==> src/sad_pkg.sv <==
// pixel and SAD types shared by the processing elements and the selector.
package sad_pkg;

	// ~~~~~~~~~~~~~~~~~~~~
	// array dimensions
	// ~~~~~~~~~~~~~~~~~~~~

	localparam int pixel_w = 8;
	localparam int block_dim = 4;

	// one PE per column offset of the search window.
	localparam int pe_count = 16;

	// sixteen pixels of at most 255 each sum to at most 4080.
	localparam int sad_w = 12;

	// ~~~~~~~~~~~~~~~~~~~~
	// types
	// ~~~~~~~~~~~~~~~~~~~~

	typedef logic [pixel_w-1:0] pixel_t;

	// indexed as [row][column].
	typedef pixel_t [block_dim-1:0][block_dim-1:0] block_t;

	// candidate i is the block at column offset i.
	typedef block_t [pe_count-1:0] cand_array_t;

	typedef logic [sad_w-1:0] sad_t;

	typedef sad_t [pe_count-1:0] sad_array_t;

endpackage

==> src/search_pkg.sv <==
// search-window positions, the worst-match value and pipeline latencies.
package search_pkg;

	import sad_pkg::sad_t;

	// ~~~~~~~~~~~~~~~~~~~~
	// position types
	// ~~~~~~~~~~~~~~~~~~~~

	typedef logic [3:0] row_t;

	// the column offset is the PE index.
	typedef logic [3:0] col_t;

	typedef struct packed {
		row_t row;
		col_t col;
	} position_t;

	// the running minimum starts from the largest SAD code.
	localparam sad_t sad_worst = '1;

	// the selector finds a minimum within each group of this many SADs first.
	localparam int group_size = 4;

	// ~~~~~~~~~~~~~~~~~~~~
	// pipeline latencies
	// ~~~~~~~~~~~~~~~~~~~~

	localparam int pe_latency = 2;
	localparam int select_latency = 2;

	// enable and row are delayed by this much to meet the selector output.
	localparam int align_depth = pe_latency + select_latency;

endpackage

==> src/min_select.sv <==
`timescale 1ns/100ps

// sixteen-way minimum of the PE sums, returning the value and its column.
module min_select
	import sad_pkg::*;
	import search_pkg::*;
(
	input logic clk,
	input logic rst_n,
	input sad_array_t sads,
	output sad_t min_sad,
	output col_t min_col
);

	// winners of each group of four, before and after the stage one register.
	sad_t [pe_count/group_size-1:0] grp_sad_next;
	col_t [pe_count/group_size-1:0] grp_col_next;
	sad_t [pe_count/group_size-1:0] grp_sad;
	col_t [pe_count/group_size-1:0] grp_col;

	sad_t sel_sad;
	col_t sel_col;

	// ~~~~~~~~~~~~~~~~~~~~
	// stage one
	// ~~~~~~~~~~~~~~~~~~~~

	// a later column only replaces the current pick when strictly smaller,
	// so the lowest column wins among equal sums.
	always_comb
	begin
		for (int g = 0; g < pe_count/group_size; g++)
		begin
			grp_sad_next[g] = sads[g*group_size];
			grp_col_next[g] = col_t'(g*group_size);
			for (int k = 1; k < group_size; k++)
			begin
				if (sads[g*group_size+k] < grp_sad_next[g])
				begin
					grp_sad_next[g] = sads[g*group_size+k];
					grp_col_next[g] = col_t'(g*group_size+k);
				end
			end
		end
	end

	always_ff @(posedge clk)
	begin
		if (rst_n)
		begin
			grp_sad <= '0;
			grp_col <= '0;
		end
		else
		begin
			grp_sad <= grp_sad_next;
			grp_col <= grp_col_next;
		end
	end

	// ~~~~~~~~~~~~~~~~~~~~
	// stage two
	// ~~~~~~~~~~~~~~~~~~~~

	// groups are scanned from low columns upward with the same strict compare.
	always_comb
	begin
		sel_sad = grp_sad[0];
		sel_col = grp_col[0];
		for (int g = 1; g < pe_count/group_size; g++)
		begin
			if (grp_sad[g] < sel_sad)
			begin
				sel_sad = grp_sad[g];
				sel_col = grp_col[g];
			end
		end
	end

	always_ff @(posedge clk)
	begin
		if (rst_n)
		begin
			min_sad <= '0;
			min_col <= '0;
		end
		else
		begin
			min_sad <= sel_sad;
			min_col <= sel_col;
		end
	end

endmodule

==> config.mk <==
export PLATFORM = sky130hd
export DESIGN_NAME = min_select
export DESIGN_NICKNAME = d
export VERILOG_FILES = /design/src/sad_pkg.sv /design/src/search_pkg.sv /design/src/min_select.sv
export SDC_FILE = /design/constraint.sdc
export NUM_CORES = 1
export LEC_CHECK = 0
export ABC_CLOCK_PERIOD_IN_PS = 8850
export BUFFER_PORTS_ARGS = -buffer_cell sky130_fd_sc_hd__buf_2
export CORE_MARGIN = 8
export CORE_UTILIZATION = 50
export DETAILED_ROUTE_END_ITERATION = 16
export GPL_TIMING_DRIVEN = 0
export PLACE_DENSITY = 0.81
export SLEW_MARGIN = 20
export SYNTH_ARGS = -nofsm -noshare
export SYNTH_HDL_FRONTEND = slang
export SYNTH_SLANG_ARGS = --single-unit
==> constraint.sdc <==
create_clock -name clk -period 8.85 [get_ports clk]
set_input_delay 1.77 -clock clk [delete_from_list [all_inputs] [get_ports clk]]
set_output_delay 1.77 -clock clk [all_outputs]
set_load 0.05 [all_outputs]
==> summary.txt <==
STA
  • Rel. slew slack: 51.47%
  • Slew Viols, Final: 0
  • Finish-stage setup viols: 0
  • Worst Clk Skew: ~0.0094 ns
  • Least-Margin Pin Slew: 0.7280 ns
  • Ratio of final minimum period to clock period: 93.75%
  • Fmax: 120.5 MHz
  • Minimum clock period: 8.297 ns
  • Hold Fails Final Rpt: 0

Run
  • Max-cap violation count: 0

Cells and area
  • Share of cells above drive strength 1: between 20 and 30%
  • Area Growth Syn to Fin: 19.53%
  • Post-route cell area: 10020 um2
  • Most frequent cells in the layout: 214 x buf_2, 162 x ha_1, 118 x inv_1
  • Non-Filler Instances: between 1000 and 1500
  • Final nets: ~1600
  • Antenna cells: 0
  • Commonest non-fill, non-tap cell in the layout: buf_2

Synth
  • Cell Area, Synth: 8379 um2
  • Post-synth EDFFs: 0
  • Number of synthesized register bits: 73
  • Main synth FF type: dfxtp_1
  • Synth cell types: 63
  • Post-synth ARST share: 0%
  • Gate Count Post-Synth: 1005
  • Post-synthesis sequential area ratio: between 10% and 20%
  • Ys Warns: 0
  • Avg Inst Size Synth: 8.338 um2
  • Syn Nets: between 1000 and 1500

Drt
  • Via density per instance: 5.530
  • Wire per inst: 15.99 um
  • Vias: 8019
  • DRC: 0
  • Post-DRT Antenna Nets: 0
  • WL final: 23180 um
  • Detailed Routing Iterations Pass 1: 5
  • 1st-iter DRT viols: 448

Power and ir drop
  • Pwr dens: 201.1 nW/um2
  • Overall Power: 2.014 mW
  • Leak: 5.345 nW
  • Worst vdd ir: 212.9 uV

Global route
  • Largest net degree at the start of global routing: 14
  • First-pass GRT wire length: roughly 38000 um
  • GRT overflow: 0
  • Initial antenna violation count: 0
  • Vias in the first global route: 8161
  • GRT Util Overall: about a fifth

Placed design
  • Global placement routability congestion: 0.9146
  • Detailed placer's ending HPWL: 19780 um
  • # port buffers: 209
  • DP Area: 9701 um2
  • Placed instance count: 1434

Floorplanning
  • Core Footprint: 16470 um2
  • Die height: 145.5 um
  • Die Width: 145.5 um
  • Initial core utilization: 50.89%
  • IO Count: 210
  • FP Rows: 47
  • Die ar.: 21160 um2

Outcome
  • Status: finished, final reports clean

Critical path
  • Critical path depth in cells: 34
  • Slowest-stage cell, CP: or4b_1
  • Buf+Inv Stages, Crit Path: 7
  • Critical path fanouts, max: 10
  • Reg2reg path depth: 29
  • Most used cell, CP: a21o_1
  • Crit path required time: 9.10 ns
  • CP delay by family, top: compound AO/OA/AOI/OAI gates
  • CP Launch Type: input pin
  • Worst Path Arrival: 8.55 ns
  • Crit path kind: input pin to flip-flop
  • Critical Path Sink Type: flip-flop
  • Largest stage delay on the critical path: 0.47 ns

Clocking
  • H-tree depth: 3
  • Root Driver: clkbuf_16
  • CTS clk-pin slew, worst paths: 0.06 ns
  • Worst skew pair latency: 0.33 ns
  • Setup Buffers After CTS: 0
  • Cts bufs inserted: 9
  • CTS tree: done
  • CTS Buffer Depth: 2
  • Clock sink count: 73

Worst hold path
  • Worst Hold Class: flip-flop to flip-flop
  • Worst hold stages: 2
[worst reg2reg max path, delay by kind of cell (launching register included)]
| family | cells | cell delay [ns] |
|---|---|---|
| AOI/OAI and AO/OA | 11 | 2.34 |
| muxes | 3 | 0.75 |
| adders and majority gates | 3 | 0.67 |
| and+or+nand+nor | 7 | 1.62 |
| buffers and inverters | 5 | 1.23 |
| DFF | 1 | 0.32 |
[layer usage]
layer,share of wire [%],global-route usage (%)
met5,0,0
met4,1.8,5.258
met3,4.8,4.384
met2,49,36.92
met1,44,25.90
[timing repair]
item | CTS | global route
gates resized for setup | 0 | 13
endpoints found under the setup margin | 0 | 39
hold buffers | 0 | 0
[layout make-up]
type,instances,area (um2)
clock inverters,5,38.79
clock buffers,11,242.7
repair buffers,209,1046
plain buffers,40,205.2
flip-flops and latches,73,1461
inverters,118,442.9
multi-input cells,774,6304
well taps,220,275.3
fillers,1472,6450
[report_power, final]
| group | internal, mW | switching (mW) | total (mW) | leakage, nW |
|---|---|---|---|---|
| combinational | 0.518 | 0.718 | 1.24 | 4.60 |
| clock | 0.199 | 0.136 | 0.335 | 0.136 |
| sequential | 0.407 | 0.0376 | 0.444 | 0.607 |
| total | 1.12 | 0.892 | 2.01 | 5.35 |
[stage by stage]
step | setup TNS, ns | hold slack [ns] | setup slack [ns] | utilization [%]
floorplan | 0 | 0.4215 | 0.9384 | -
global placement | 0 | 0.4362 | 0.1141 | 58.91
detailed placement | 0 | 0.4472 | 0.04542 | 58.91
CTS | 0 | 0.4551 | 0.3745 | 60.62
global route | -0.01913 | 0.4659 | -0.01592 | 60.83
finish | 0 | 0.4576 | 0.5528 | 60.83
[Yosys cell counts (all sizes together), types with 2 or more instances]
master   count  area (um2)
and3         3       18.77
o21bai       3       22.52
a211oi       3       22.52
o2111ai      2       23.77
a21oi       97       489.2
o21ai       35       175.2
a31oi        7       73.82
nand3       48       245.2
nand4       26       162.7
dfxtp       73        1461
clkbuf      26       97.59
a41o         5       51.30
or3          2       12.51
a2111oi      4       41.29
buf         14       100.1
a211o        6       52.55
nor2        53       198.9
inv        118       442.9
o211a        2       20.02
or2          2       12.51
o211ai       4       35.03
ha         162        2027
nand2b      14       87.58
nor3b       11       82.58
mux2i       63       630.6
a21o        73       548.0
o21a        11       82.58
mux2        50       563.0
nand3b      15       116.4
or4          4       33.78
nand2       31       116.4
nor2b        9       56.30
and4         2       17.52
a21bo       11       110.1
maj3         3       31.28
[final timing paths]
check | startpoint | endpoint | slack (ns)
worst min register to register | grp_col[14]$_SDFF_PP0_ | min_col[3]$_SDFF_PP0_ | 0.46
worst min-delay path | grp_col[14]$_SDFF_PP0_ | min_col[3]$_SDFF_PP0_ | 0.46
worst max-delay path | sads[149] | grp_sad[40]$_SDFF_PP0_ | 0.55
worst max register to register | grp_sad[9]$_SDFF_PP0_ | min_sad[0]$_SDFF_PP0_ | 1.82
[flip-flops by register name, summed over array words and instances, names as in the netlist]
signal and cells:
grp_sad 48, min_sad 12, min_col 4, grp_col 9
[cell families after synthesis]
logic type	Yosys count	share of synthesized area (%)
compound gates	272	21.88
simple gates	224	14.23
fa+ha+maj	165	24.56
buf+inv	158	7.645
mux	113	14.25
flops	73	17.44
Power figures use the tool's default switching activity.
