### src/sad_pkg.sv
// pixel and SAD types shared by the processing elements and the selector.
package sad_pkg;

	// ~~~~~~~~~~~~~~~~~~~~
	// array dimensions
	// ~~~~~~~~~~~~~~~~~~~~

	localparam int pixel_w = 8;
	localparam int block_dim = 4;

	// one PE per column offset of the search window.
	localparam int pe_count = 16;

	// sixteen pixels of at most 255 each sum to at most 4080.
	localparam int sad_w = 12;

	// ~~~~~~~~~~~~~~~~~~~~
	// types
	// ~~~~~~~~~~~~~~~~~~~~

	typedef logic [pixel_w-1:0] pixel_t;

	// indexed as [row][column].
	typedef pixel_t [block_dim-1:0][block_dim-1:0] block_t;

	// candidate i is the block at column offset i.
	typedef block_t [pe_count-1:0] cand_array_t;

	typedef logic [sad_w-1:0] sad_t;

	typedef sad_t [pe_count-1:0] sad_array_t;

endpackage

### src/sad_pe.sv
`timescale 1ns/100ps

// sum of absolute differences between the current block and one candidate.
module sad_pe
	import sad_pkg::*;
(
	input logic clk,
	input logic rst_n,
	input block_t cur_block,
	input block_t cand_block,
	output sad_t sad
);

	// sixteen absolute differences, index is row * block_dim + column.
	pixel_t [block_dim*block_dim-1:0] abs_diff;

	// adder tree levels, each one bit wider than the last.
	logic [pixel_w:0] sum_l1 [block_dim*block_dim/2];
	logic [pixel_w+1:0] sum_l2 [block_dim*block_dim/4];
	logic [pixel_w+2:0] sum_l3 [block_dim*block_dim/8];

	// ~~~~~~~~~~~~~~~~~~~~
	// stage one
	// ~~~~~~~~~~~~~~~~~~~~

	always_ff @(posedge clk)
	begin
		if (rst_n)
		begin
			abs_diff <= '0;
		end
		else
		begin
			for (int r = 0; r < block_dim; r++)
			begin
				for (int c = 0; c < block_dim; c++)
				begin
					if (cur_block[r][c] > cand_block[r][c])
						abs_diff[r*block_dim+c] <= cur_block[r][c] - cand_block[r][c];
					else
						abs_diff[r*block_dim+c] <= cand_block[r][c] - cur_block[r][c];
				end
			end
		end
	end

	// ~~~~~~~~~~~~~~~~~~~~
	// stage two
	// ~~~~~~~~~~~~~~~~~~~~

	always_comb
	begin
		for (int i = 0; i < block_dim*block_dim/2; i++)
			sum_l1[i] = abs_diff[2*i] + abs_diff[2*i+1];
		for (int i = 0; i < block_dim*block_dim/4; i++)
			sum_l2[i] = sum_l1[2*i] + sum_l1[2*i+1];
		for (int i = 0; i < block_dim*block_dim/8; i++)
			sum_l3[i] = sum_l2[2*i] + sum_l2[2*i+1];
	end

	// the final add carries into bit 11, so 0xff0 is reachable without overflow.
	always_ff @(posedge clk)
	begin
		if (rst_n)
		begin
			sad <= '0;
		end
		else
		begin
			sad <= sum_l3[0] + sum_l3[1];
		end
	end

endmodule

### config.mk
export PLATFORM = sky130hd
export DESIGN_NAME = sad_pe
export DESIGN_NICKNAME = d
export VERILOG_FILES = /design/src/sad_pkg.sv /design/src/sad_pe.sv
export SDC_FILE = /design/constraint.sdc
export NUM_CORES = 1
export LEC_CHECK = 0
export BUFFER_PORTS_ARGS = -buffer_cell sky130_fd_sc_hd__buf_2
export CAP_MARGIN = 10
export CORE_UTILIZATION = 59
export DETAILED_ROUTE_END_ITERATION = 6
export PLACE_DENSITY = 0.86
export SETUP_SLACK_MARGIN = 0.05
export SYNTH_ARGS = -nofsm -noshare
export SYNTH_HDL_FRONTEND = slang
export SYNTH_SLANG_ARGS = --single-unit
### constraint.sdc
create_clock -name clk -period 6.5 [get_ports clk]
set_input_delay 1.3 -clock clk [delete_from_list [all_inputs] [get_ports clk]]
set_output_delay 1.3 -clock clk [all_outputs]
set_load 0.02 [all_outputs]
==> metrics.txt, run 1 <==
Fill cells 2741; count leader, synth inv_1; flop2flop setup slack 1.21 ns; Multi-input gate area 14840 um^2; RePlAce Congestion 0.9335; row cnt 66; Worst Max-Slew Pin Slew 0.9661 ns; share of cells above drive strength 1 13.05%; Root Buffer clkbuf_16; Synth Area per Inst 8.023 um^2; Worst Path Arrival 5.61 ns; clock sink count 140; switch share 51.09%; initial core utilization 60.59%; clk_lat worst skew 0.43 ns; initial DRC count 1486; top cells by area, synth ha_1 (16%), dfxtp_1 (14%), fa_1 (14%), inv_1 (8.1%), a21oi_1 (3.8%); antenna violations before repair 0; Die ar. 34490 um^2; Mapped Area 19910 um^2; Yosys reg bits 140; worst hold slack 0.5894 ns; Sw Pwr 5.847 mW; CTS tree done; Via-to-Cell Ratio 6.042; # setup viols final 0; nets 3305; Antenna diodes 0; register area 2803 um^2; CP Data Required Time 6.82 ns; Die H 185.7 um; io pins 270; max_cap viols 0; wire length per cell 16.36 um; vias in the first global route 17468; fmax 0.1891 GHz; design area 21770 um^2; Routed WL 50750 um; status finished clean; Placement Cell Area 21200 um^2; Yosys warnings 0; Pwr per Cell Area 525.8 nW/um^2; critical path type reg2reg; post-layout min period 5.289 ns; Worst setup SP type flop; CP Max Fanout 2; RSZ-0062 raised after global routing no; Detailed Routing Iterations Pass 1 7; combinational power share 81.7%; post-synthesis sequential area ratio 14.07%; grt total ovfl 0; largest net degree at the start of global routing 166; via count 18735; Routed Antenna Nets 0; Slew headroom 34.78%; Clock Pin Slew Worst Setup and Hold Paths 0.06 ns; IO Port Bufs 269; hold_buf cts 0; Synthesized Nets 3141; detailed-placement wirelength estimate 41020 um; Synth top cells by count inv_1 (432), ha_1 (261), a21oi_1 (150), dfxtp_1 (140), fa_1 (140); Hold Crit Class reg2reg; Final Max Slew Viols 0; Post-CTS Setup Bufs 0; Synth area leader ha_1; Mapped Cells 2482; Syn-to-layout area delta 9.306%; htree depth 4; gr usage total 29.28%; Async S/R FF share, synth 0%; Setup TNS Final 0 ns; global-route wire length before repair 82430 um; Worst Clk Skew 0.006441 ns; P_int 5.598 mW; Core ar. 32870 um^2; CTS Buffer Depth 2; CTS buffer count 17; Peak VDD IR 1324 uV; synth unique cells 70; Final Hold Fails 0; main flop type after synthesis dfxtp_1; Leak 10.96 nW; top-area cell type share of the netlist area 16.40%; Worst setup EP type flop; Sequential Power Share 10.1%; post_cts resized 0; EDFF count, synth 0; die width 185.7 um; clock network fraction of total power 8.2%; # DRC 0; final period utilization 81.36%
[routing by layer]
metal	GRT usage, %	vias to the layer above	share of wire (%)
met5	0	-	0
met4	8.361	0	2.4
met3	3.757	106	5.8
met2	51.39	756	49
met1	37.43	8875	42
li1	-	8998	-
[critical path, cell delays in order, from the launching register on]
cell and delay [ns]:
dfxtp_1 0.30, inv_1 0.05, fa_1 0.55, inv_1 0.06, fa_1 0.52, fa_1 0.52, fa_1 0.53, fa_1 0.54
inv_1 0.05, fa_1 0.52, inv_1 0.07, ha_1 0.31, a211oi_1 0.35, o21bai_1 0.15, a21oi_1 0.24, o21ai_0 0.12
mux2_2 0.28
[through the flow]
stage	cells	total power, mW	util (%)	worst slack (ns)
CTS	3101	11.39	66.23	1.232
detailed placement	3069	10.30	64.49	1.256
floorplan	2482	8.151	-	1.489
global placement	3069	9.781	64.49	1.335
global route	3101	12.57	66.23	0.8886
finish	3101	11.44	66.23	1.211
[logic make-up (layout without fill, tap and decap cells)]
kind of cell | count (synthesis) | count (layout) | share of synthesized area, %
XOR/XNOR | 3 | 3 | 0.1320
AO/OA/AOI/OAI | 658 | 658 | 23.31
flip-flops | 140 | 140 | 14.07
AND/OR/NAND/NOR | 721 | 721 | 20.52
buffers and inverters | 557 | 734 | 11.39
adder cells (fa/ha/maj) | 401 | 401 | 30.47
multiplexers | 2 | 2 | 0.1068
[worst paths after layout]
check,startpoint,to,cells past startpoint
worst min register to register,abs_diff[120],sad[0],2
worst min-delay path,abs_diff[120],sad[0],2
worst max register to register,abs_diff[3],sad[9],16
worst max-delay path,abs_diff[3],sad[9],16
[flip-flops by register name, indices dropped and copies added (netlist names)]
register  flops
abs_diff    128
sad          12
[power by group through the flow]
stage / logic [mW] / clock network, mW / registers, mW
after detailed placement: 9.12 / 0 / 1.17
after floorplan: 6.97 / 0 / 1.19
after global placement: 8.61 / 0 / 1.17
after global routing: 10.4 / 0.988 / 1.17
after CTS: 9.29 / 0.945 / 1.16
final: 9.35 / 0.938 / 1.16
[final cells by class]
class                   instances  share of cell area (%)
multi-input cells            1785                   68.19
inverters                     432                   7.450
repair buffers                270                   6.318
clock buffers                  18                   2.018
clock inverters                14                  0.6036
well taps                     442                   2.541
flip-flops and latches        140                   12.88
[cell usage in the layout (no fill, tap or decap), types with 57 or more instances in the layout]
cell	netlist	routed
nand4_1	77	77
dfxtp_1	140	140
buf_2	75	268
nor2_1	122	122
nand2b_1	57	57
ha_1	261	261
nand2_1	132	132
fa_1	140	140
a21oi_1	150	150
inv_1	432	432
o21ai_0	99	99
Note: power is estimated with default switching activity, not from simulation.
==> inputs of run 2 (changes only) <==
--- a/config.mk
+++ b/config.mk
@@ -5,11 +5,12 @@
 export SDC_FILE = /design/constraint.sdc
 export NUM_CORES = 1
 export LEC_CHECK = 0
+export ABC_AREA = 1
 export BUFFER_PORTS_ARGS = -buffer_cell sky130_fd_sc_hd__buf_2
 export CAP_MARGIN = 10
-export CORE_UTILIZATION = 59
+export CORE_UTILIZATION = 55
 export DETAILED_ROUTE_END_ITERATION = 6
-export PLACE_DENSITY = 0.86
+export PLACE_DENSITY = 0.85
 export SETUP_SLACK_MARGIN = 0.05
 export SYNTH_ARGS = -nofsm -noshare
 export SYNTH_HDL_FRONTEND = slang
==> constraint.sdc (replaced) <==
create_clock -name clk -period 4.76 [get_ports clk]
set_input_delay 0.952 -clock clk [delete_from_list [all_inputs] [get_ports clk]]
set_output_delay 0.952 -clock clk [all_outputs]
set_load 0.02 [all_outputs]
==> metrics.txt, run 2 <==
htree depth 4; Syn-to-layout area delta 11.77%; Worst setup SP type flop; post-synthesis sequential area ratio 14.01%; final period utilization 99.94%; most frequent cells in the layout inv_1 (786), nand2_1 (711), buf_2 (269), ha_1 (255), nand3_1 (191); Max Used Layer met5; status complete, but fails checks; gr usage total 24.90%; Core ar. 35660 um^2; Mapped Cells 3007; Async S/R FF share, synth 0%; CP Cell Sequence fa_1 > inv_1 > fa_1 > inv_1 > fa_1 > fa_1 > fa_1 > inv_1 > fa_1 > inv_1 > ha_1 > a211o_1 > nand2_1 > o21ai_0 > a21oi_1; synth unique cells 36; Largest stage delay, worst path 0.55 ns; initial core utilization 56.13%; grt total ovfl 0; max_cap viols 0; via count 18067; Die ar. 37150 um^2; count leader, synth inv_1; Hold Path Origin abs_diff[120]; Clock Pin Slew Worst Setup and Hold Paths 0.06 ns; Synth Area per Inst 6.655 um^2; Root Buffer clkbuf_16; Routed met1 length 21450 um; critical path's top delay family adder cells; # setup viols final 0; # DRC 39; EDFF count, synth 0; failing checks design-rule violations; clk_lat worst skew 0.43 ns; Detailed Routing Iterations Pass 1 7; CP Max Fanout 2; CTS Buffer Depth 2; CTS tree done; CTS buffer count 17; Worst Max-Slew Pin Slew 0.8175 ns; share of cells above drive strength 1 14.90%; critical path type reg2reg; top-area cell type share of the netlist area 16.32%; Synth top cells by count inv_1 (796), nand2_1 (714), ha_1 (261), nand3_1 (194), nor2_1 (171); max reg flops 128; global-route wire length before repair 74570 um; Reg with most FFs abs_diff; row cnt 69; RePlAce Congestion 0.9292; hold_buf cts 0; post-layout min period 4.757 ns; die width 192.8 um; Synth area leader ha_1; antenna violations before repair 5; Yosys warnings 0; Slew headroom 45.50%; main flop type after synthesis dfxtp_1; Mapped Area 20010 um^2; Worst setup EP type flop; nets 3908; detailed-placement wirelength estimate 39310 um; CP Data Required Time 5.12 ns; initial DRC count 974; commonest non-fill, non-tap cell in the layout inv_1; vias in the first global route 16483; wire length per cell 12.45 um; Routed WL 46390 um; Final Hold Fails 0; Via-to-Cell Ratio 4.850; Fill cells 3273; top flop regs abs_diff: 128 flops, sad: 12 flops; Post-Layout Cell Count 3725; Final Max Slew Viols 0; io pins 270; Routed Antenna Nets 0; Buf/Inv on CP 4; most frequent CP cell fa_1; reg2reg start abs_diff[51]; IO Port Bufs 269; Yosys reg bits 140; Post-Place Cells 3690; Worst Path Arrival 5.12 ns; clock sink count 140; Die H 192.8 um; fmax 0.2102 GHz; metal3 WL 2503 um; met2 wire len 21560 um; crit path launch abs_diff[51]; largest net degree at the start of global routing 54; RSZ-0062 raised after global routing yes; Critical-path top delay cell fa_1; Worst Clk Skew 0.01197 ns; Synthesized Nets 3666; top cells by area, synth ha_1 (16%), inv_1 (15%), dfxtp_1 (14%), fa_1 (14%), nand2_1 (13%); flop2flop setup slack 0.003 ns; Hold Crit Class reg2reg
-- run 2: changes by cell type in the layout (fill, tap and decap cells not counted), moves of 45 or more --
cell      delta
nand2_1    +579
inv_1      +354
nand3_1    +175
o21ai_0     -91
o21ai_1     +76
xor2_1      +74
nand4_1     -58
nand2b_1    -57
nand2_2     +48
a211oi_1    -46
nor2_1      +45
-- run 2: per-stage QoR --
step | cell area, um^2 | setup WS, ns | hold slack [ns] | setup TNS (ns) | util [%]
final | 22370 | 0.003089 | 0.5954 | 0 | 62.73
after CTS | 22240 | 0.02316 | 0.5919 | 0 | 62.37
after global placement | 21640 | 0.02893 | 0.5543 | 0 | 60.70
after global routing | 22370 | -0.1147 | 0.6753 | -0.3743 | 62.73
after detailed placement | 21640 | -0.07123 | 0.5838 | -0.1705 | 60.70
after floorplan | 20010 | 0.1369 | 0.5316 | 0 | -
-- run 2: what timing repair did --
item                                    4_1_cts  5_1_grt
buffers inserted                              0        1
pin swaps                                    14       45
resized for setup                             8       39
endpoints found under the setup margin        7        8
-- run 2: worst min-delay path: stages, from the launching register on --
cell	delay [ns]
dfxtp_1	0.31
ha_1	0.13
inv_1	0.03
nor2_1	0.08
-- run 2: cells by family after synthesis --
family / share of synthesized area (%)
AOI/OAI and AO/OA: 7.890
xor gates and xnor gates: 4.202
adders and majority gates: 30.32
buffers and inverters: 17.03
DFF: 14.01
and+or+nand+nor: 26.55
-- run 2: path summary, 6_finish.rpt --
kind / to / cells past startpoint
worst min register to register: sad[0] / 3
worst min-delay path: sad[0] / 3
worst max register to register: sad[5] / 15
worst max-delay path: sad[5] / 15
-- run 2: area by class of cell --
cell class	count	area (um^2)	area share [%]
multi-input cells	2004	13950	62.38
inverters	808	3055	13.66
flip-flops and latches	140	2810	12.56
repair buffers	278	1414	6.321
well taps	461	576.8	2.579
clock buffers	17	425.4	1.902
clock inverters	15	127.6	0.5706
diodes	2	5.005	0.02238
-- run 2: metal layers --
layer | vias to the layer above | GRT usage (%)
li1 | 9434 | -
met1 | 8092 | 33.54
met2 | 461 | 41.63
met3 | 76 | 3.382
met4 | 4 | 6.511
met5 | - | 0
Power of run 2 is left out: the tool's default activity adds up to more than one toggle a clock period on the data nets, which glitch-free logic cannot reach.
