### src/sad_pkg.sv
// pixel and SAD types shared by the processing elements and the selector.
package sad_pkg;

	// ~~~~~~~~~~~~~~~~~~~~
	// array dimensions
	// ~~~~~~~~~~~~~~~~~~~~

	localparam int pixel_w = 8;
	localparam int block_dim = 4;

	// one PE per column offset of the search window.
	localparam int pe_count = 16;

	// sixteen pixels of at most 255 each sum to at most 4080.
	localparam int sad_w = 12;

	// ~~~~~~~~~~~~~~~~~~~~
	// types
	// ~~~~~~~~~~~~~~~~~~~~

	typedef logic [pixel_w-1:0] pixel_t;

	// indexed as [row][column].
	typedef pixel_t [block_dim-1:0][block_dim-1:0] block_t;

	// candidate i is the block at column offset i.
	typedef block_t [pe_count-1:0] cand_array_t;

	typedef logic [sad_w-1:0] sad_t;

	typedef sad_t [pe_count-1:0] sad_array_t;

endpackage

### src/search_pkg.sv
// search-window positions, the worst-match value and pipeline latencies.
package search_pkg;

	import sad_pkg::sad_t;

	// ~~~~~~~~~~~~~~~~~~~~
	// position types
	// ~~~~~~~~~~~~~~~~~~~~

	typedef logic [3:0] row_t;

	// the column offset is the PE index.
	typedef logic [3:0] col_t;

	typedef struct packed {
		row_t row;
		col_t col;
	} position_t;

	// the running minimum starts from the largest SAD code.
	localparam sad_t sad_worst = '1;

	// the selector finds a minimum within each group of this many SADs first.
	localparam int group_size = 4;

	// ~~~~~~~~~~~~~~~~~~~~
	// pipeline latencies
	// ~~~~~~~~~~~~~~~~~~~~

	localparam int pe_latency = 2;
	localparam int select_latency = 2;

	// enable and row are delayed by this much to meet the selector output.
	localparam int align_depth = pe_latency + select_latency;

endpackage

### src/best_match_tracker.sv
`timescale 1ns/100ps

// lines up enable and row with the selector output and keeps the best match.
module best_match_tracker
	import sad_pkg::*;
	import search_pkg::*;
(
	input logic clk,
	input logic rst_n,
	input logic enable,
	input row_t row,
	input sad_t min_sad,
	input col_t min_col,
	output sad_t best_sad,
	output position_t best_pos
);

	// bit 0 holds the newest sample.
	logic [align_depth-1:0] enable_dly;
	row_t [align_depth-1:0] row_dly;

	logic enable_aligned;
	row_t row_aligned;

	assign enable_aligned = enable_dly[align_depth-1];
	assign row_aligned = row_dly[align_depth-1];

	// ~~~~~~~~~~~~~~~~~~~~
	// delay line
	// ~~~~~~~~~~~~~~~~~~~~

	always_ff @(posedge clk)
	begin
		if (rst_n)
		begin
			enable_dly <= '0;
			row_dly <= '0;
		end
		else
		begin
			enable_dly <= {enable_dly[align_depth-2:0], enable};
			row_dly <= {row_dly[align_depth-2:0], row};
		end
	end

	// ~~~~~~~~~~~~~~~~~~~~
	// running best
	// ~~~~~~~~~~~~~~~~~~~~

	// the stored match survives only if strictly smaller, so a tie moves the
	// position to the later row. an idle cycle drops back to the worst match.
	always_ff @(posedge clk)
	begin
		if (rst_n)
		begin
			best_sad <= sad_worst;
			best_pos <= '0;
		end
		else if (!enable_aligned)
		begin
			best_sad <= sad_worst;
			best_pos <= '0;
		end
		else if (min_sad <= best_sad)
		begin
			best_sad <= min_sad;
			best_pos <= '{row: row_aligned, col: min_col};
		end
	end

endmodule

### config.mk
export PLATFORM = sky130hd
export DESIGN_NAME = best_match_tracker
export DESIGN_NICKNAME = d
export VERILOG_FILES = /design/src/sad_pkg.sv /design/src/search_pkg.sv /design/src/best_match_tracker.sv
export SDC_FILE = /design/constraint.sdc
export NUM_CORES = 1
export LEC_CHECK = 0
export ABC_AREA = 1
export BUFFER_PORTS_ARGS = -buffer_cell sky130_fd_sc_hd__buf_2
export CELL_PAD_IN_SITES_DETAIL_PLACEMENT = 1
export CELL_PAD_IN_SITES_GLOBAL_PLACEMENT = 1
export CORE_ASPECT_RATIO = 0.8
export CORE_MARGIN = 4
export CORE_UTILIZATION = 34
export DETAILED_ROUTE_END_ITERATION = 16
export PLACE_DENSITY = 0.86
export SYNTH_ARGS = -nofsm -noshare
export SYNTH_HDL_FRONTEND = slang
export SYNTH_SLANG_ARGS = --single-unit
### constraint.sdc
create_clock -name clk -period 1.4 [get_ports clk]
set_input_delay 0.21 -clock clk [delete_from_list [all_inputs] [get_ports clk]]
set_output_delay 0.21 -clock clk [all_outputs]
set_load 0.02 [all_outputs]
==> results of run 1 <==
[Yosys cell counts]
master,instances,area [sq um]
buf_2,2,10.0
nand2_4,1,11.3
ha_1,12,150
nand2_1,35,131
buf_6,3,33.8
dfxtp_1,40,801
nand3_1,24,120
nor2_4,1,11.3
nor3_2,1,10.0
nand4_2,1,12.5
nand3_4,1,17.5
clkbuf_1,3,11.3
inv_2,1,3.75
nor2_1,32,120
a21o_1,1,7.51
nand3b_4,1,20.0
inv_1,41,154
nand3b_1,6,45.0
nand2_2,3,18.8
a21oi_1,10,50.1
buf_4,1,7.51
[where the power goes]
group | total, mW | internal [mW] | switching [mW]
combinational | 0.176 | 0.0825 | 0.0931
sequential | 1.15 | 1.14 | 0.00642
clock | 0.901 | 0.467 | 0.434
[cell type report]
type | instances | area (sq um)
fillers | 606 | 2460
multi-input cells | 129 | 918
flip-flops and latches | 40 | 842
repair buffers | 64 | 409
inverters | 42 | 158
clock buffers | 6 | 93.8
well taps | 62 | 77.6
clock inverters | 2 | 15.0
[kinds of logic (layout without fill, tap and decap cells)]
kind of cell,Yosys count,after routing,share of synthesized area [%]
simple gates,106,106,29.7
buf+inv,51,114,12.6
fa+ha+maj,12,12,8.60
flops,40,40,45.8
compound gates,11,11,3.30
[state kept, by name (all words and copies together), names as in the netlist]
name and flops:
best_pos 8, enable_dly 4, best_sad 12, row_aligned 4, row_dly 12
[worst max-delay path by stage]
stage | start | depth (start not counted) | endpoint
floorplan | best_sad[11] | 12 | best_sad[0]
global placement | best_sad[7] | 8 | best_sad[11]
detailed placement | best_sad[7] | 10 | best_pos[2]
CTS | best_sad[3] | 12 | best_pos[7]
global route | best_sad[6] | 12 | best_pos[7]
finish | best_sad[6] | 10 | best_pos[2]
[per-stage QoR]
| stage | instances | utilization, % | hold WS [ps] | worst slack [ps] | total power [mW] |
|---|---|---|---|---|---|
| finish | 345 | 50.5 | 112 | -165 | 2.22 |
| global route | 345 | 50.5 | 114 | -300 | 2.34 |
| CTS | 344 | 49.8 | 102 | -160 | 2.25 |
| detailed placement | 334 | 47.2 | 399 | -169 | 1.34 |
| global placement | 334 | 47.2 | 389 | -119 | 1.33 |
| floorplan | 220 | - | 317 | -143 | 1.27 |
[metal layers]
metal / routed length (um) / global-route usage (%) / vias up
met5: 0 / 0 / -
met4: 33 / 4.36 / 0
li1: - / - / 797
met3: 235 / 3.75 / 4
met1: 1910 / 17.2 / 722
met2: 2150 / 25.8 / 30
[what timing repair did]
| item | 4_1_cts | 5_1_grt |
|---|---|---|
| gates cloned | 0 | 1 |
| resized for setup | 3 | 3 |
| buffers inserted | 2 | 0 |
| endpoints found under the setup margin | 20 | 20 |
| pin swaps | 1 | 2 |
[worst register-to-register path: stages, from the launching register on]
cell      delay (ps)
dfxtp_4          360
inv_2             40
ha_4             270
nand4_4          120
nor2_2           130
nand2_2           70
nand3_4          140
buf_6            150
nand3b_1          90
nand2_1           60
nor2_1            40
[cell usage in the layout (no fill, tap or decap), drive strengths merged]
cell type,count
nand3b,7
nor3,1
nand2,39
a21oi,10
clkbuf,7
nor2,33
a21o,1
dfxtp,40
ha,12
buf,63
nand3,25
nand4,1
inv,44
==> results.toml, run 1 <==
[timing]
setup_slack_ps = -165
hold_viol = 0
max_freq_mhz = 639
relSlewSlack_pct = 83.8
tightestPinTransition_ps = 244
fin_tns_setup_ps = -2930
drv_slew = 0
rsz0062_at_grt = "yes"
setup_violations = 20
period_share_pct = 112
finClkSkew_ps = 6.48
min_period_ps = 1560

[place]
place_area_sq_mm = 0.00235
port_buffers = 42
dp_hpwl_um = 3160
gp_congestion = 0.718

[die]
io_pins = 43
die_x_um = 88.1
core_area_sq_mm = 0.00498
die-area_sq_mm = 0.00635
initial_core_util_pct = 35.1
die_h_um = 72.1
rows = 23

[critical_path]
r2r_end = "best_pos[2]"
crit_fanout = 6
critical-path-max-stage-delay_ps = 360
rrSetupSlack_ps = -160
crit_type = "flop to flop"
worstPathArrival_ps = 1760
worst_setup_path_end_kind = "flop"
timing.rr.start = "best_sad[6]"
slowest_stage = "dfxtp_4"
path_delay_family = "simple AND/OR/NAND/NOR gates"
critPathLaunchType = "flop"
crit_buf_inv = 2
crit_chain = "inv_2 -> ha_4 -> nand4_4 -> nor2_2 -> nand2_2 -> nand3_4 -> buf_6 -> nand3b_1 -> nand2_1 -> nor2_1"
r2r_cells = 10
critPathRequiredTime_ps = 1590

[yosys]
syn_nets = 255
ys_ff_latch = 40
yosysWarningCount = 0
syn_avg_cell_area_sq_um = 7.94
synth_area_sq_mm = 0.00175
syn-instance-count = 220
ys_seq_area_share_pct = 45.8
synth_cell_types = 21

[grt]
first_global_vias = 1612
overflow = 0
antenna_found_initial = 0
grt_max_degree = 21
grt_usage_pct = 14.5
grt_pass1_wl_um = 7260

[clock_tree]
cts_max_level = 2
clock_latency_ps = 290
numCtsBuffers = 5
clockBufferDepth = 2
clkTransAtPathRegs_ps = 90
cts_tree = "done"
ctsHoldBuffers = 0
clock-root-buffer = "clkbuf_8"
numClockSinks = 40

[cells_and_area]
fin_area_sq_mm = 0.00251
num-nets-final = 317
syn2layout_area_growth_pct = 43.9
n_antenna_cell = 0
drive_gt1_share_pct = 46.3

[drt]
ant_nets = 0
first_iter_violations = 77
routedWlPerCell_um = 12.5
vias = 1553
vias_per_cell = 4.50
wirelength_um = 4330
firstDrtPassIters = 4
remaining_drc_errors = 0

[run_status]
violations = "negative setup slack"
status = "finished with violations"

[hold_path]
hp-start = "row[2]"
hp-class = "input pin to flop"
whs_path_depth = 3
hold_end = "row_dly[2]"

[pwr]
p_per_area_mw_per_mm2 = 884
ir_worst_vdd_uv = 561
p_leak_nw = 1.18

[job]
cap_violations = 0
Power figures use the tool's default switching activity.
==> inputs of run 2 (changes only) <==
--- a/config.mk
+++ b/config.mk
@@ -14,6 +14,7 @@
 export CORE_UTILIZATION = 34
 export DETAILED_ROUTE_END_ITERATION = 16
 export PLACE_DENSITY = 0.86
+export SETUP_SLACK_MARGIN = 0.4
 export SYNTH_ARGS = -nofsm -noshare
 export SYNTH_HDL_FRONTEND = slang
 export SYNTH_SLANG_ARGS = --single-unit
==> run 2 against run 1 <==
Against the previous run: the flow still finishes with violations (negative setup slack); sequential power is essentially flat; routed wire length grew 31%; sequential share of layout area down 3.9 points; critical path depth grew 1; die area stayed put; largest cell class unchanged; utilization increased by 7.2 points; power rose by 1.9%; first-iteration DRC count down 23%.
==> results.toml, run 2 (same netlist as run 1, synthesis figures left out) <==
[cells_and_area]
drive_gt1_share_pct = 57.2
fill_cells = 569
n_antenna_cell = 0
final_cell_mix = "buf_6, nor2_1, inv_1"
multi_input_area_sq_mm = 0.00102
largestRegisters = "best_sad x12, row_dly x12, best_pos x8"
num-nets-final = 326
fin_area_sq_mm = 0.00287
final_common_cell = "buf_6"
seq_area_sq_um = 851
syn2layout_area_growth_pct = 64.3

[clock_tree]
clock_latency_ps = 300
cts_max_level = 2
clockBufferDepth = 2
clkTransAtPathRegs_ps = 90
clock-root-buffer = "clkbuf_8"
numClockSinks = 40
numCtsBuffers = 5
cts_tree = "done"

[drt]
vias_per_cell = 4.69
wirelength_um = 5650
vias = 1662
remaining_drc_errors = 0
ant_nets = 0
routedWlPerCell_um = 16.0
firstDrtPassIters = 4
first_iter_violations = 59

[pwr]
swShare_pct = 24.8
ir_worst_vdd_uv = 577
p_sw_mw = 0.563
p_per_area_mw_per_mm2 = 789
p_clk_share_pct = 40.2
comb_power_share_pct = 9.2
seqPwrFrac_pct = 50.6
p_int_mw = 1.70
p_leak_nw = 1.32

[place]
place_area_sq_mm = 0.00235
dp_hpwl_um = 3160
post-place-ws_ps = -169
port_buffers = 42
gp_congestion = 0.718

[timing]
setup_slack_ps = -284
hold_viol = 0
tightestPinTransition_ps = 248
drv_slew = 0
period_share_pct = 120
relSlewSlack_pct = 83.4
rsz0062_at_grt = "yes"
min_period_ps = 1680
max_freq_mhz = 594
fin_tns_setup_ps = -4520
finClkSkew_ps = 6.31
setup_violations = 20

[die]
rows = 23
die_x_um = 88.1
io_pins = 43
core_area_sq_mm = 0.00498
initial_core_util_pct = 35.1
die_h_um = 72.1
die-area_sq_mm = 0.00635

[job]
cap_violations = 0

[run_status]
status = "finished with violations"
violations = "negative setup slack"

[critical_path]
rrSetupSlack_ps = -280
crit_type = "flop to flop"
worstPathArrival_ps = 1850
r2r_cells = 11
critPathRequiredTime_ps = 1570
timing.rr.start = "best_sad[8]"
critPathLaunch = "best_sad[8]"
cp-endpoint = "best_sad[0]"
r2r_end = "best_sad[0]"
critPathLaunchType = "flop"
crit_fanout = 8
worst_setup_path_end_kind = "flop"

[grt]
overflow = 0
antenna_found_initial = 0
grt_pass1_wl_um = 7730
grt_max_degree = 21
grt_usage_pct = 15.6
first_global_vias = 1664

[hold_path]
hp-class = "input pin to flop"
whs_path_depth = 3
run 2: worst min-delay path by stage:
stage             startpoint             end  slack (ps)
3_3_place_gp   enable_dly[2]   enable_dly[3]         390
6_report              row[2]      row_dly[2]         110
5_1_grt               row[1]      row_dly[1]         110
2_1_floorplan         enable   enable_dly[0]         320
3_5_place_dp     row_dly[10]  row_aligned[2]         400
4_1_cts               row[2]      row_dly[2]         100
run 2: critical path, cell delays in order, from the launching register on:
cell	delay (ps)
dfxtp_4	360
inv_2	50
ha_4	230
nand2_2	70
inv_2	40
nand2_2	80
inv_2	60
nand2_2	90
nand3_4	170
buf_12	200
nand3_1	100
nand3_1	110
run 2: power by group through the flow:
| stage | sequential (mW) | combinational (mW) | clock, mW |
|---|---|---|---|
| after global placement | 1.17 | 0.161 | 0 |
| after global routing | 1.15 | 0.230 | 0.996 |
| after floorplan | 1.18 | 0.0941 | 0 |
| after detailed placement | 1.17 | 0.170 | 0 |
| after CTS | 1.15 | 0.180 | 0.933 |
| final | 1.15 | 0.209 | 0.910 |
run 2: metrics by stage:
step	std cells	hold WS, ps	util [%]	total power [mW]
after global routing	354	114	57.7	2.37
after global placement	334	389	47.2	1.33
after detailed placement	334	399	47.2	1.34
final	354	108	57.7	2.26
after floorplan	220	317	-	1.27
after CTS	345	102	52.9	2.26
run 2: final cells by class:
cell class	count	share of cell area [%]
clock inverter	2	0.523
sequential	40	29.6
inverter	42	5.49
multi-input combinational	129	35.7
clock buffer	6	3.27
timing repair buffer	73	22.7
tap	62	2.70
run 2: per-layer routing:
layer | global-route usage (%) | wire length, um | vias to the layer above
li1 | - | - | 820
met1 | 18.3 | 2310 | 802
met2 | 28.3 | 3020 | 32
met3 | 3.75 | 246 | 8
met4 | 4.19 | 84 | 0
met5 | 0 | 0 | -
run 2: timing repair:
item,4_1_cts,5_1_grt
gates resized for setup,49,42
setup endpoints to repair,38,40
pin swaps,1,24
buffers inserted,3,8
hold buffers,0,0
cloned,0,1
==> inputs of run 3 (changes only) <==
--- a/config.mk
+++ b/config.mk
@@ -5,15 +5,14 @@
 export SDC_FILE = /design/constraint.sdc
 export NUM_CORES = 1
 export LEC_CHECK = 0
-export ABC_AREA = 1
 export BUFFER_PORTS_ARGS = -buffer_cell sky130_fd_sc_hd__buf_2
 export CELL_PAD_IN_SITES_DETAIL_PLACEMENT = 1
 export CELL_PAD_IN_SITES_GLOBAL_PLACEMENT = 1
 export CORE_ASPECT_RATIO = 0.8
 export CORE_MARGIN = 4
-export CORE_UTILIZATION = 34
+export CORE_UTILIZATION = 37
 export DETAILED_ROUTE_END_ITERATION = 16
-export PLACE_DENSITY = 0.86
+export PLACE_DENSITY = 0.87
 export SETUP_SLACK_MARGIN = 0.4
 export SYNTH_ARGS = -nofsm -noshare
 export SYNTH_HDL_FRONTEND = slang
==> run 3 against run 2 <==
Against the previous run: the run still ends with negative setup slack left; die area increased by 4.8%; sequential share of layout area decreased by 6.3 points; final area increased by 27%; clock-buffer cell count unchanged; fmax decreased by 22%; sequential power about the same; routed wire length increased by 87%; area after synthesis increased by 15%; synthesized cell count decreased by 4.1%; critical path type unchanged; largest power group unchanged; highest routed layer unchanged.
==> results.toml, run 3 <==
[run_status]
violations = "negative setup slack"
status = "finished with violations"

[yosys]
syn_nets = 246
netlist.area_leader.share_pct = 40.0
ys_ff_latch = 40
synth_most_common_cell = "dfxtp_1"
synthAdderAreaFrac_pct = 7.50
ys.flop_type = "dfxtp_1"
syn-instance-count = 211
yosys-top-cells-count = "dfxtp_1, inv_1, nor2b_1"
synthMuxAreaShare_pct = 0
synth_top_family_by_area = "simple AND/OR/NAND/NOR gates"
synth-compound-area-share_pct = 21.2
synthArstFlopShare_pct = 0
synth_area_leaders = "dfxtp_1, ha_1, nor2b_1"
synth-simple-area-share_pct = 21.3
yosys.area.top_type = "dfxtp_1"
synth_area_sq_mm = 0.00200
yosysWarningCount = 0
synth_edf_count = 0
syn_avg_cell_area_sq_um = 9.49
synth_xor_area_share_pct = 0
ys_seq_area_share_pct = 40.0
synth_cell_types = 23

[cells_and_area]
syn2layout_area_growth_pct = 81.4
largestRegisters = "best_sad x12, row_dly x12, best_pos x8"
drive_gt1_share_pct = 67.4
final_common_cell = "buf_6"
final_cell_mix = "buf_6, buf_4, buf_2"
n_antenna_cell = 0
num-nets-final = 344
fin_util_pct = 70.9

[critical_path]
critPathRequiredTime_ps = 1660
crit_type = "flop to flop"
slowest_stage = "or4_1"
worst_setup_path_end_kind = "flop"
crit_chain = "inv_4 -> ha_4 -> buf_4 -> buf_4 -> a21oi_2 -> a21oi_4 -> buf_4 -> or4_1 -> nand3_1"
worstPathArrival_ps = 2430
r2r_cells = 9
critical-path-max-stage-delay_ps = 560
critPathLaunchType = "flop"
path_common_cell = "buf_4"
crit_fanout = 10

[clock_tree]
numClockSinks = 40
clock-root-buffer = "clkbuf_8"
cts_tree = "done"
ctsHoldBuffers = 0
clockBufferDepth = 2
clock_latency_ps = 320
clkTransAtPathRegs_ps = 90
cts_max_level = 2
numCtsBuffers = 5

[place]
dp_hpwl_um = 4580
port_buffers = 42
gp_congestion = 0.810

[grt]
first_global_vias = 2242
grt_usage_pct = 25.2
grt_max_degree = 21
overflow = 0
grt_pass1_wl_um = 12500
antenna_found_initial = 0

[pwr]
p_leak_nw = 1.55
comb_power_share_pct = 9.6
ir_worst_vdd_uv = 580
p_sw_mw = 0.607
p_int_mw = 1.72
p_per_area_mw_per_mm2 = 640
swShare_pct = 26.1
p_clk_share_pct = 41.0
seqPwrFrac_pct = 49.5

[timing]
hold_viol = 0
setup_violations = 20
min_period_ps = 2170
max_freq_mhz = 461
setup_slack_ps = -771
relSlewSlack_pct = 76.1
hold_ws_ps = 109
rsz0062_at_grt = "yes"
period_share_pct = 155
fin_tns_setup_ps = -13930
finClkSkew_ps = 11.5
drv_slew = 0
tightestPinTransition_ps = 355

[job]
cap_violations = 0

[drt]
vias = 2194
wirelength_um = 10600
first_iter_violations = 164
remaining_drc_errors = 0
ant_nets = 0
firstDrtPassIters = 4
routedWlPerCell_um = 28.4
vias_per_cell = 5.90

[hold_path]
whs_path_depth = 2
hp-class = "input pin to flop"

[die]
rows = 23
die_x_um = 90.2
core_area_sq_mm = 0.00512
io_pins = 43
die_h_um = 73.8
initial_core_util_pct = 39.1
die-area_sq_mm = 0.00666
-- run 3: cell types whose count changed after synthesis, sizes merged, moves of 3 or more --
| cell | delta |
|---|---|
| nor2 | -25 |
| o211ai | +13 |
| o21ai | +8 |
| inv | -19 |
| clkbuf | +3 |
| and3 | +8 |
| buf | +6 |
| nand3b | -7 |
| nor2b | +22 |
| nand3 | -15 |
| nand2 | -30 |
| or4 | +8 |
| o311ai | +12 |
-- run 3: logic make-up after synthesis --
logic type      Yosys count
compound gates           49
fa+ha+maj                12
buf+inv                  41
flops                    40
simple gates             69
-- run 3: layout make-up --
type / count / area [sq um]
clock buffer: 6 / 93.8
multi-input combinational: 130 / 1420
clock inverter: 2 / 15.0
sequential: 40 / 848
fill: 505 / 1490
inverter: 23 / 88.8
timing repair buffer: 109 / 1090
tap: 62 / 77.6
-- run 3: worst paths after layout --
check / slack (ps) / to / start
min: 110 / row_dly[3] / row[3]
max reg2reg: -770 / best_pos[3] / best_sad[7]
max: -770 / best_pos[3] / best_sad[7]
min reg2reg: 450 / row_dly[7] / row_dly[3]
-- run 3: critical path, delay by kind of cell, from the launching register on --
family / cells / cell delay, ps
buffers and inverters: 4 / 500
adders and majority gates: 1 / 220
DFF: 1 / 380
AOI/OAI and AO/OA: 2 / 310
and+or+nand+nor: 2 / 690
-- run 3: power groups by stage --
stage | clock [mW] | sequential (mW) | combinational (mW)
2_1_floorplan | 0 | 1.18 | 0.0739
3_3_place_gp | 0 | 1.17 | 0.149
3_5_place_dp | 0 | 1.17 | 0.163
4_1_cts | 0.974 | 1.15 | 0.183
5_1_grt | 1.01 | 1.15 | 0.233
6_report | 0.952 | 1.15 | 0.222
-- run 3: routing by layer --
layer  share of wire, %  wire length (um)  vias up  GRT usage [%]
met2                 51              5350      115           46.8
met4                6.3               668        0           14.9
met5                  0                 0        -              0
li1                   -                 -      939              -
met3                5.7               600       53           5.53
met1                 37              3940     1087           26.7
-- run 3: timing repair --
action / in CTS / in global routing
setup buffers: 10 / 15
endpoints found under the setup margin: 40 / 40
resized for setup: 68 / 35
gates cloned: 3 / 2
pin swaps: 15 / 40
hold endpoints to repair: 0 / 0
-- run 3: through the flow --
stage               cells  setup WS (ps)  cell area [sq um]  total power, mW
finish                372           -771               3630             2.32
global placement      334           -511               2810             1.32
floorplan             211           -450               2310             1.25
global route          372           -813               3630             2.40
CTS                   355           -599               3310             2.31
detailed placement    334           -632               2810             1.34
